### src/hw/chdr_pkg.sv
/*
 * CHDR stream definitions shared by the swap datapath: header field layout,
 * packet-type codes and the beat struct carried on every valid/ready link.
 */
`default_nettype none

package chdr_pkg;

  // Bus width, a multiple of 64
  localparam int CHDR_W = 64;
  localparam int NUM_LANES = CHDR_W / 64;

  // Header field positions within the low 64 bits
  localparam int PKT_TYPE_LSB = 53;
  localparam int NUM_MDATA_LSB = 20;

  typedef logic [2:0] pkt_type_t;
  typedef logic [4:0] num_mdata_t;

  // Data packets, with and without timestamp
  localparam pkt_type_t PKT_DATA = 3'd6;
  localparam pkt_type_t PKT_DATA_TS = 3'd7;

  typedef struct packed {
    logic [CHDR_W-1:0] data;
    logic              last;
  } chdr_beat_t;

  function automatic pkt_type_t get_pkt_type(input logic [63:0] hdr);
    return hdr[PKT_TYPE_LSB +: $bits(pkt_type_t)];
  endfunction

  function automatic num_mdata_t get_num_mdata(input logic [63:0] hdr);
    return hdr[NUM_MDATA_LSB +: $bits(num_mdata_t)];
  endfunction

endpackage

`default_nettype wire

### src/hw/swap_pkg.sv
/*
 * Software buffer modes and the element-swap map derived from them.
 */
`default_nettype none

package swap_pkg;

  typedef enum logic [1:0] {
    BUFF_U64 = 2'd0,
    BUFF_U32 = 2'd1,
    BUFF_U16 = 2'd2,
    BUFF_U8  = 2'd3
  } sw_buff_t;

  // Bit 0 swaps bytes, bit 1 swaps 16-bit halves, bit 2 swaps 32-bit halves
  typedef logic [2:0] swap_map_t;
  localparam swap_map_t MAP_IDENTITY = 3'b000;

  typedef struct packed {
    sw_buff_t payload;
    sw_buff_t mdata;
  } swap_cfg_t;

  localparam swap_cfg_t CFG_DEFAULT = '{payload: BUFF_U64, mdata: BUFF_U64};

  function automatic swap_map_t map_of_buff(input sw_buff_t buff);
    case (buff)
      BUFF_U8:  return 3'b111;
      BUFF_U16: return 3'b110;
      BUFF_U32: return 3'b100;
      default:  return MAP_IDENTITY;
    endcase
  endfunction

endpackage

`default_nettype wire

### src/hw/chdr_swap_cfg.sv
/*
 * Slave side of the four-phase config handshake. Holds the buffer modes
 * until the swapper picks them up at the next packet header.
 */
`timescale 1ns/1ns
`default_nettype none

module chdr_swap_cfg (
  input  logic                clk,
  input  logic                rst,
  // Four-phase request and acknowledge
  input  logic                cfg_req,
  output logic                cfg_ack,
  input  swap_pkg::swap_cfg_t cfg_in,
  // Modes waiting for the next header
  output swap_pkg::swap_cfg_t pending_cfg
);

  import swap_pkg::*;

  // Ack follows req with one cycle of delay; modes load on the new request
  always_ff @(posedge clk) begin
    if (rst) begin
      cfg_ack     <= 1'b0;
      pending_cfg <= CFG_DEFAULT;
    end else begin
      cfg_ack <= cfg_req;
      if (cfg_req && !cfg_ack) begin
        pending_cfg <= cfg_in;
      end
    end
  end

  // Ack never rises while the request is low
  ack_follows_req: assert property (
    @(posedge clk) disable iff (rst)
    $rose(cfg_ack) |-> cfg_req
  );

  // Master keeps the modes steady for the whole request phase
  cfg_in_stable: assert property (
    @(posedge clk) disable iff (rst)
    (cfg_req && $past(cfg_req)) |-> $stable(cfg_in)
  );

endmodule

`default_nettype wire

### src/hw/chdr_lane_swap.sv
/*
 * One registered stage that reverses 8/16/32-bit elements inside every
 * 64-bit lane, as selected by the swap map that travels with the beat.
 */
`timescale 1ns/1ns
`default_nettype none

module chdr_lane_swap (
  input  logic                 clk,
  input  logic                 rst,
  input  chdr_pkg::chdr_beat_t s_beat,
  input  swap_pkg::swap_map_t  s_map,
  input  logic                 s_valid,
  output logic                 s_ready,
  output chdr_pkg::chdr_beat_t m_beat,
  output logic                 m_valid,
  input  logic                 m_ready
);

  import chdr_pkg::*;
  import swap_pkg::*;

  logic [CHDR_W-1:0] swapped;

  // 32-bit swap first, then 16-bit, then bytes; all three reverse bytes
  function automatic logic [63:0] swap_lane(input logic [63:0] word, input swap_map_t map);
    logic [63:0] res;
    res = word;
    if (map[2]) begin
      res = {res[31:0], res[63:32]};
    end
    if (map[1]) begin
      res = {res[47:32], res[63:48], res[15:0], res[31:16]};
    end
    if (map[0]) begin
      res = {res[55:48], res[63:56], res[39:32], res[47:40],
             res[23:16], res[31:24], res[7:0], res[15:8]};
    end
    return res;
  endfunction

  for (genvar lane = 0; lane < NUM_LANES; lane++) begin : g_lane
    assign swapped[lane*64 +: 64] = swap_lane(s_beat.data[lane*64 +: 64], s_map);
  end

  // Accept when the register is empty or emptying this cycle
  assign s_ready = !m_valid || m_ready;

  always_ff @(posedge clk) begin
    if (rst) begin
      m_valid <= 1'b0;
    end else if (s_ready) begin
      m_valid <= s_valid;
    end
  end

  always_ff @(posedge clk) begin
    if (s_valid && s_ready) begin
      m_beat.data <= swapped;
      m_beat.last <= s_beat.last;
    end
  end

  out_held: assert property (
    @(posedge clk) disable iff (rst)
    (m_valid && !m_ready) |=> (m_valid && $stable(m_beat))
  );

endmodule

`default_nettype wire

### src/hw/chdr_data_swapper.sv
/*
 * Tracks the position of each word in a CHDR packet and picks the swap map
 * for it; the lane swap stage then reorders metadata and data-body words.
 */
`timescale 1ns/1ns
`default_nettype none

module chdr_data_swapper (
  input  logic                 clk,
  input  logic                 rst,
  input  swap_pkg::swap_cfg_t  pending_cfg,
  // Input stream
  input  chdr_pkg::chdr_beat_t s_beat,
  input  logic                 s_valid,
  output logic                 s_ready,
  // Output stream
  output chdr_pkg::chdr_beat_t m_beat,
  output logic                 m_valid,
  input  logic                 m_ready
);

  import chdr_pkg::*;
  import swap_pkg::*;

  typedef enum logic [2:0] {
    ST_HDR   = 3'd0,
    ST_TS    = 3'd1,
    ST_MDATA = 3'd2,
    ST_BODY  = 3'd3,
    ST_OTHER = 3'd4
  } state_t;

  state_t     state;
  num_mdata_t mdata_left;
  swap_cfg_t  active_cfg;
  swap_map_t  s_map;
  pkt_type_t  pkt_type;
  num_mdata_t num_mdata;
  logic       accept;
  logic       is_data;

  // Header fields are only meaningful in ST_HDR
  assign pkt_type  = get_pkt_type(s_beat.data[63:0]);
  assign num_mdata = get_num_mdata(s_beat.data[63:0]);
  assign is_data   = (pkt_type == PKT_DATA) || (pkt_type == PKT_DATA_TS);
  assign accept    = s_valid && s_ready;

  always_ff @(posedge clk) begin
    if (rst) begin
      state      <= ST_HDR;
      mdata_left <= '0;
      active_cfg <= CFG_DEFAULT;
    end else if (accept) begin
      if (state == ST_HDR) begin
        // New modes take effect only at a packet boundary
        active_cfg <= pending_cfg;
        mdata_left <= num_mdata;
      end else if (state == ST_MDATA) begin
        mdata_left <= mdata_left - 1'b1;
      end

      if (s_beat.last) begin
        state <= ST_HDR;
      end else begin
        case (state)
          ST_HDR: begin
            if (!is_data) begin
              state <= ST_OTHER;
            end else if (CHDR_W == 64 && pkt_type == PKT_DATA_TS) begin
              // On a 64-bit bus the timestamp gets its own word
              state <= ST_TS;
            end else if (num_mdata != '0) begin
              state <= ST_MDATA;
            end else begin
              state <= ST_BODY;
            end
          end
          ST_TS: begin
            state <= (mdata_left != '0) ? ST_MDATA : ST_BODY;
          end
          ST_MDATA: begin
            if (mdata_left == num_mdata_t'(1)) begin
              state <= ST_BODY;
            end
          end
          ST_BODY, ST_OTHER: begin
            state <= state;
          end
          default: begin
            state <= ST_HDR;
          end
        endcase
      end
    end
  end

  // Header, timestamp and non-data payloads stay as u64
  always_comb begin
    case (state)
      ST_MDATA: s_map = map_of_buff(active_cfg.mdata);
      ST_BODY:  s_map = map_of_buff(active_cfg.payload);
      default:  s_map = MAP_IDENTITY;
    endcase
  end

  chdr_lane_swap chdr_lane_swap_i (
    .clk    (clk),
    .rst    (rst),
    .s_beat (s_beat),
    .s_map  (s_map),
    .s_valid(s_valid),
    .s_ready(s_ready),
    .m_beat (m_beat),
    .m_valid(m_valid),
    .m_ready(m_ready)
  );

  state_legal: assert property (
    @(posedge clk) disable iff (rst)
    state inside {ST_HDR, ST_TS, ST_MDATA, ST_BODY, ST_OTHER}
  );

endmodule

`default_nettype wire

### src/hw/chdr_out_fifo.sv
/*
 * Output beat FIFO: DEPTH entries in a circular buffer behind a registered
 * output. A beat written while everything is empty goes straight out.
 */
`timescale 1ns/1ns
`default_nettype none

module chdr_out_fifo #(
  parameter int DEPTH = 4
) (
  input  logic                 clk,
  input  logic                 rst,
  input  chdr_pkg::chdr_beat_t s_beat,
  input  logic                 s_valid,
  output logic                 s_ready,
  output chdr_pkg::chdr_beat_t m_beat,
  output logic                 m_valid,
  input  logic                 m_ready
);

  import chdr_pkg::*;

  localparam int PTR_W = $clog2(DEPTH);
  localparam logic [PTR_W:0] FULL_COUNT = (PTR_W+1)'(DEPTH);

  chdr_beat_t       mem [DEPTH];
  logic [PTR_W-1:0] wr_ptr;
  logic [PTR_W-1:0] rd_ptr;
  logic [PTR_W:0]   count;
  logic             out_free;
  logic             push;
  logic             bypass;
  logic             mem_wr;
  logic             mem_rd;

  assign s_ready  = (count != FULL_COUNT);
  assign out_free = !m_valid || m_ready;
  assign push     = s_valid && s_ready;
  // Skip the buffer only when nothing older is waiting in it
  assign bypass   = push && out_free && (count == '0);
  assign mem_rd   = out_free && (count != '0);
  assign mem_wr   = push && !bypass;

  always_ff @(posedge clk) begin
    if (rst) begin
      wr_ptr  <= '0;
      rd_ptr  <= '0;
      count   <= '0;
      m_valid <= 1'b0;
    end else begin
      if (mem_wr) begin
        wr_ptr <= wr_ptr + 1'b1;
      end
      if (mem_rd) begin
        rd_ptr <= rd_ptr + 1'b1;
      end
      if (mem_wr && !mem_rd) begin
        count <= count + 1'b1;
      end else if (mem_rd && !mem_wr) begin
        count <= count - 1'b1;
      end
      if (out_free) begin
        m_valid <= bypass || mem_rd;
      end
    end
  end

  always_ff @(posedge clk) begin
    if (mem_wr) begin
      mem[wr_ptr] <= s_beat;
    end
    if (mem_rd) begin
      m_beat <= mem[rd_ptr];
    end else if (bypass) begin
      m_beat <= s_beat;
    end
  end

  no_write_when_full: assert property (
    @(posedge clk) disable iff (rst)
    mem_wr |-> (count < FULL_COUNT)
  );

endmodule

`default_nettype wire

### src/hw/chdr_swap_top.sv
/*
 * CHDR buffer-mode adapter: config port, element swapper and output FIFO.
 */
`timescale 1ns/1ns
`default_nettype none

module chdr_swap_top #(
  parameter int FIFO_DEPTH = 4
) (
  input  logic                 clk,
  input  logic                 rst,
  // Configuration
  input  logic                 cfg_req,
  output logic                 cfg_ack,
  input  swap_pkg::swap_cfg_t  cfg_in,
  // Input stream
  input  chdr_pkg::chdr_beat_t s_beat,
  input  logic                 s_valid,
  output logic                 s_ready,
  // Output stream
  output chdr_pkg::chdr_beat_t m_beat,
  output logic                 m_valid,
  input  logic                 m_ready
);

  import chdr_pkg::*;
  import swap_pkg::*;

  swap_cfg_t  pending_cfg;
  chdr_beat_t swap_beat;
  logic       swap_valid;
  logic       swap_ready;

  chdr_swap_cfg chdr_swap_cfg_i (
    .clk        (clk),
    .rst        (rst),
    .cfg_req    (cfg_req),
    .cfg_ack    (cfg_ack),
    .cfg_in     (cfg_in),
    .pending_cfg(pending_cfg)
  );

  chdr_data_swapper chdr_data_swapper_i (
    .clk        (clk),
    .rst        (rst),
    .pending_cfg(pending_cfg),
    .s_beat     (s_beat),
    .s_valid    (s_valid),
    .s_ready    (s_ready),
    .m_beat     (swap_beat),
    .m_valid    (swap_valid),
    .m_ready    (swap_ready)
  );

  chdr_out_fifo #(
    .DEPTH(FIFO_DEPTH)
  ) chdr_out_fifo_i (
    .clk    (clk),
    .rst    (rst),
    .s_beat (swap_beat),
    .s_valid(swap_valid),
    .s_ready(swap_ready),
    .m_beat (m_beat),
    .m_valid(m_valid),
    .m_ready(m_ready)
  );

endmodule

`default_nettype wire

### config.mk
export PLATFORM = sky130hd
export DESIGN_NAME = chdr_swap_top
export DESIGN_NICKNAME = d
export VERILOG_FILES = /design/src/hw/chdr_pkg.sv /design/src/hw/swap_pkg.sv /design/src/hw/chdr_swap_cfg.sv /design/src/hw/chdr_lane_swap.sv /design/src/hw/chdr_data_swapper.sv /design/src/hw/chdr_out_fifo.sv /design/src/hw/chdr_swap_top.sv
export SDC_FILE = /design/constraint.sdc
export NUM_CORES = 1
export LEC_CHECK = 0
export BUFFER_PORTS_ARGS = -buffer_cell sky130_fd_sc_hd__buf_2
export CAP_MARGIN = 30
export CELL_PAD_IN_SITES_DETAIL_PLACEMENT = 1
export CELL_PAD_IN_SITES_GLOBAL_PLACEMENT = 1
export CORE_MARGIN = 1.5
export CORE_UTILIZATION = 40
export CTS_CLUSTER_DIAMETER = 80
export DETAILED_ROUTE_END_ITERATION = 6
export PLACE_DENSITY_LB_ADDON = 0.1
export SETUP_SLACK_MARGIN = 0.3
export SYNTH_ARGS = -nofsm -noshare
export SYNTH_HDL_FRONTEND = slang
export SYNTH_SLANG_ARGS = --single-unit
### constraint.sdc
create_clock -name clk -period 6.05 [get_ports clk]
set_input_delay 0 -clock clk [delete_from_list [all_inputs] [get_ports clk]]
set_output_delay 0 -clock clk [all_outputs]
set_load 0.05 [all_outputs]
==> impl_metrics.prom <==
# TYPE chip_impl_metric gauge
chip_impl_metric{name="synth_adder_area_share",unit="%"} 0.680
chip_impl_metric{name="initial_core_util",unit="%"} 40.8
chip_impl_metric{name="critical_path.max_fanout",unit=""} 34
chip_impl_metric{name="count_of_max_cap_constraint_violations",unit=""} 0
chip_impl_metric{name="maxClockFrequency",unit="MHz"} 244
chip_impl_metric{name="critical_path_arrival",unit="ps"} 4410
chip_impl_metric{name="post_synth_xor_area_fraction",unit="%"} 0.248
chip_impl_metric{name="number_of_vias_per_cell",unit=""} 5.49
chip_impl_metric{name="floorplan.die.height",unit="um"} 213
chip_impl_info{name="cts-root-buf",value="sky130_fd_sc_hd__clkbuf_16"} 1
chip_impl_metric{name="synth.area.mux_share",unit="%"} 20.3
chip_impl_metric{name="async_flop_share",unit="%"} 0
chip_impl_info{name="synthTopCellsByArea",value="sky130_fd_sc_hd__edfxtp_1, sky130_fd_sc_hd__mux4_2, sky130_fd_sc_hd__mux2i_1"} 1
chip_impl_metric{name="clock_insertion_delay_worst_skew",unit="ps"} 570
chip_impl_info{name="yosys-top-cells-count",value="sky130_fd_sc_hd__edfxtp_1, sky130_fd_sc_hd__mux2i_1, sky130_fd_sc_hd__mux2_2"} 1
chip_impl_info{name="tritoncts",value="built"} 1
chip_impl_info{name="synth_top_family_by_area",value="multiplexers"} 1
chip_impl_metric{name="reg2reg_slack",unit="ps"} 1960
chip_impl_metric{name="grt_max_degree",unit=""} 65
chip_impl_metric{name="hpwl",unit="um"} 27200
chip_impl_metric{name="area.growth.synth_to_final",unit="%"} 22.5
chip_impl_metric{name="synth-seq-cells",unit=""} 418
chip_impl_metric{name="area_share_of_and_or_nand_nor_cells_after_synthesis",unit="%"} 1.96
chip_impl_metric{name="boundaryPins",unit=""} 142
chip_impl_metric{name="number_of_global_route_vias_before_repair",unit=""} 10700
chip_impl_metric{name="deepest_clock_path_buffer_count",unit=""} 3
chip_impl_metric{name="power.leakage",unit="nW"} 7.23
chip_impl_metric{name="fin_skew",unit="ps"} 10.4
chip_impl_info{name="hp-class",value="in -> reg"} 1
chip_impl_metric{name="worst_hold_path_cells",unit=""} 3
chip_impl_metric{name="avgSynthCellArea",unit="um^2"} 18.7
chip_impl_metric{name="power-per-cell-area",unit="nW/um^2"} 442
chip_impl_metric{name="yosysTopAreaCellShare",unit="%"} 66.3
chip_impl_metric{name="share_of_the_synthesized_area_in_compound_gates_ao_oa_aoi_oai",unit="%"} 5.11
chip_impl_metric{name="htree_levels",unit=""} 2
chip_impl_metric{name="tns",unit="ps"} 0
chip_impl_info{name="cell_taking_the_most_area_after_synthesis",value="sky130_fd_sc_hd__edfxtp_1"} 1
chip_impl_metric{name="numClockSinks",unit=""} 418
chip_impl_metric{name="io_buffer_count",unit=""} 141
chip_impl_info{name="path_class",value="reg -> reg"} 1
chip_impl_metric{name="max_slew_violations",unit=""} 0
chip_impl_metric{name="finalSetupViolCount",unit=""} 0
chip_impl_metric{name="drt.antenna.violating_nets",unit=""} 0
chip_impl_metric{name="drt_iter0_markers",unit=""} 830
chip_impl_info{name="synth_top_flop_cell",value="sky130_fd_sc_hd__edfxtp_1"} 1
chip_impl_metric{name="first_pass_grt_wire_length",unit="um"} 67800
chip_impl_metric{name="slew-limit-headroom",unit="%"} 40.1
chip_impl_metric{name="post-place-cells",unit=""} 1627
chip_impl_metric{name="drt_wl_total",unit="um"} 44900
chip_impl_metric{name="grt.total_usage",unit="%"} 20.2
chip_impl_metric{name="fill_cell_instance_count_of_the_final_layout",unit=""} 4118
chip_impl_metric{name="core_area",unit="um^2"} 43400
chip_impl_metric{name="ys_types",unit=""} 53
chip_impl_info{name="yosys.cell_count.top_type",value="sky130_fd_sc_hd__edfxtp_1"} 1
chip_impl_metric{name="gr-total-overflow",unit=""} 0
chip_impl_metric{name="die-width",unit="um"} 213
chip_impl_metric{name="ys_seq_area_share",unit="%"} 69.4
chip_impl_metric{name="post_route_utilization",unit="%"} 49.9
chip_impl_metric{name="detail_route.drc_violations",unit=""} 0
chip_impl_metric{name="numCtsBuffers",unit=""} 46
chip_impl_info{name="hp-start",value="s_beat[37]"} 1
chip_impl_metric{name="post_cts_resized",unit=""} 0
chip_impl_metric{name="placement_rows",unit=""} 76
chip_impl_metric{name="vias",unit=""} 9992
chip_impl_metric{name="ys_warn_count",unit=""} 0
chip_impl_metric{name="hold_viol",unit=""} 0
chip_impl_metric{name="synth.net_count",unit=""} 1028
chip_impl_info{name="startpoint_type",value="flip-flop"} 1
chip_impl_metric{name="finish.net_count",unit=""} 1285
chip_impl_metric{name="period_share",unit="%"} 67.7
chip_impl_metric{name="mappedNetlistArea",unit="um^2"} 17700
chip_impl_info{name="worst_flop_to_flop_path_endpoint",value="chdr_data_swapper_i.chdr_lane_swap_i.m_beat[19]"} 1
chip_impl_metric{name="fraction_of_final_layout_cells_with_drive_strength_greater_than_1",unit="%"} 29.9
chip_impl_metric{name="timing.final.crit_period",unit="ps"} 4090
chip_impl_metric{name="wire_per_inst",unit="um"} 24.7
chip_impl_metric{name="cp_required",unit="ps"} 6370
chip_impl_info{name="critical_path.reg2reg.startpoint",value="chdr_data_swapper_i.state[0]"} 1
chip_impl_info{name="rsz_0062_raised_after_global_routing",value="false"} 1
chip_impl_metric{name="number_of_enable_type_register_cells_in_the_synthesized_netlist",unit=""} 390
chip_impl_metric{name="dr.pass1.iters",unit=""} 7
chip_impl_info{name="worst_hold_path_ep",value="chdr_data_swapper_i.chdr_lane_swap_i.m_beat[37]"} 1
chip_impl_metric{name="clk_transition_reported_paths",unit="ps"} 60
chip_impl_metric{name="grt_antenna_before_repair",unit=""} 4
chip_impl_metric{name="synthCells",unit=""} 945
chip_impl_metric{name="final_cells",unit=""} 1821
chip_impl_metric{name="dieArea",unit="um^2"} 45500
chip_impl_metric{name="routabilityCongestion",unit=""} 0.776
chip_impl_info{name="critical_path.endpoint_type",value="flip-flop"} 1
chip_impl_metric{name="worst_r2r_path_depth",unit=""} 8
chip_impl_metric{name="timing_worst_slew_pin_value",unit="ps"} 899
chip_impl_info{name="status",value="completed"} 1
chip_impl_metric{name="vdd_drop_max",unit="V"} 0.000204
worst max-delay path, cell delays in order, from the launching register on:
cell	delay [ps]
sky130_fd_sc_hd__dfxtp_1	690
sky130_fd_sc_hd__nor3_1	240
sky130_fd_sc_hd__a211oi_4	250
sky130_fd_sc_hd__buf_4	490
sky130_fd_sc_hd__buf_4	620
sky130_fd_sc_hd__mux2i_1	260
sky130_fd_sc_hd__dlygate4sd3_1	570
sky130_fd_sc_hd__a222oi_1	70
sky130_fd_sc_hd__dlygate4sd3_1	610
worst max path at each step:
stage	startpoint	endpoint	slack, ps	cells past startpoint
after global routing	chdr_data_swapper_i.state[0]	chdr_data_swapper_i.chdr_lane_swap_i.m_beat[49]	1760	8
after floorplan	chdr_out_fifo_i.count[0]	chdr_out_fifo_i.m_beat[0]	1840	2
after global placement	chdr_data_swapper_i.state[0]	chdr_data_swapper_i.chdr_lane_swap_i.m_beat[30]	2940	6
after CTS	chdr_data_swapper_i.state[0]	chdr_data_swapper_i.chdr_lane_swap_i.m_beat[49]	1980	8
final	chdr_data_swapper_i.state[0]	chdr_data_swapper_i.chdr_lane_swap_i.m_beat[19]	1960	8
after detailed placement	chdr_data_swapper_i.state[0]	chdr_data_swapper_i.chdr_lane_swap_i.m_beat[25]	2910	6
metrics by stage:
step           cell area (um^2)  power [W]  hold WS, ps  setup WS (ps)
5_1_grt                   21600    0.00994         32.8           1760
3_3_place_gp              19000    0.00678          226           2940
6_report                  21600    0.00956         26.2           1960
3_5_place_dp              19000    0.00683          236           2910
2_1_floorplan             17700    0.00602         98.9           1840
4_1_cts                   21600    0.00968         3.95           1980
sequential cells by signal, indices dropped and copies added, names as in the netlist, named ones only:
register                                      count
chdr_out_fifo_i.mem                             260
chdr_data_swapper_i.chdr_lane_swap_i.m_beat      65
chdr_out_fifo_i.m_beat                           65
chdr_data_swapper_i.mdata_left                    5
chdr_data_swapper_i.active_cfg                    4
chdr_swap_cfg_i.pending_cfg                       4
chdr_data_swapper_i.state                         3
chdr_out_fifo_i.count                             3
chdr_out_fifo_i.rd_ptr                            2
chdr_out_fifo_i.wr_ptr                            2
chdr_data_swapper_i.chdr_lane_swap_i.m_valid      1
chdr_out_fifo_i.m_valid                           1
chdr_swap_cfg_i.cfg_ack                           1
layout by cell type (no fill, tap or decap), drive strengths merged, types with 5 or more instances in the layout:
cell           n
nand2          7
clkinv        14
mux2          66
mux4          65
nor2          23
a222oi        64
and2           5
dlygate4sd3  111
clkbuf        63
inv           12
buf          161
dfxtp         28
mux2i        138
ha             8
a21oi         13
o21ai         11
edfxtp       390
report_power, final:
part	total [W]	switching [W]	internal [W]
Clock	0.00277	0.00111	0.00166
Combinational	0.00278	0.00176	0.00103
Sequential	0.00400	0.000292	0.00371
Total	0.00956	0.00316	0.00640
area by class of cell:
cell class,instances,area (um^2),area share (%)
antenna,1,2.50,0.0116
clock buffer,63,1300,6.00
clock inverter,18,180,0.832
inverter,12,45.0,0.208
multi-input combinational,452,5080,23.5
sequential,418,12300,56.7
tap,585,732,3.38
timing repair buffer,272,2030,9.36
per-layer routing:
layer	vias up	wire (um)	global-route usage, %
met5	-	13	0
met4	2	648	4.23
met3	50	1970	3.49
met2	228	22300	33.9
met1	5237	20000	27.8
li1	4475	-	-
cells by family after synthesis:
family          Yosys count
mux                     269
simple gates             64
compound gates          105
fa+ha+maj                 9
buf+inv                  75
xor+xnor                  5
flops                   418
repair_timing:
action,CTS,global route
setup buffers,0,0
endpoints found under the hold margin,70,0
hold buffers,111,0
(Power assumes the default switching activity.)
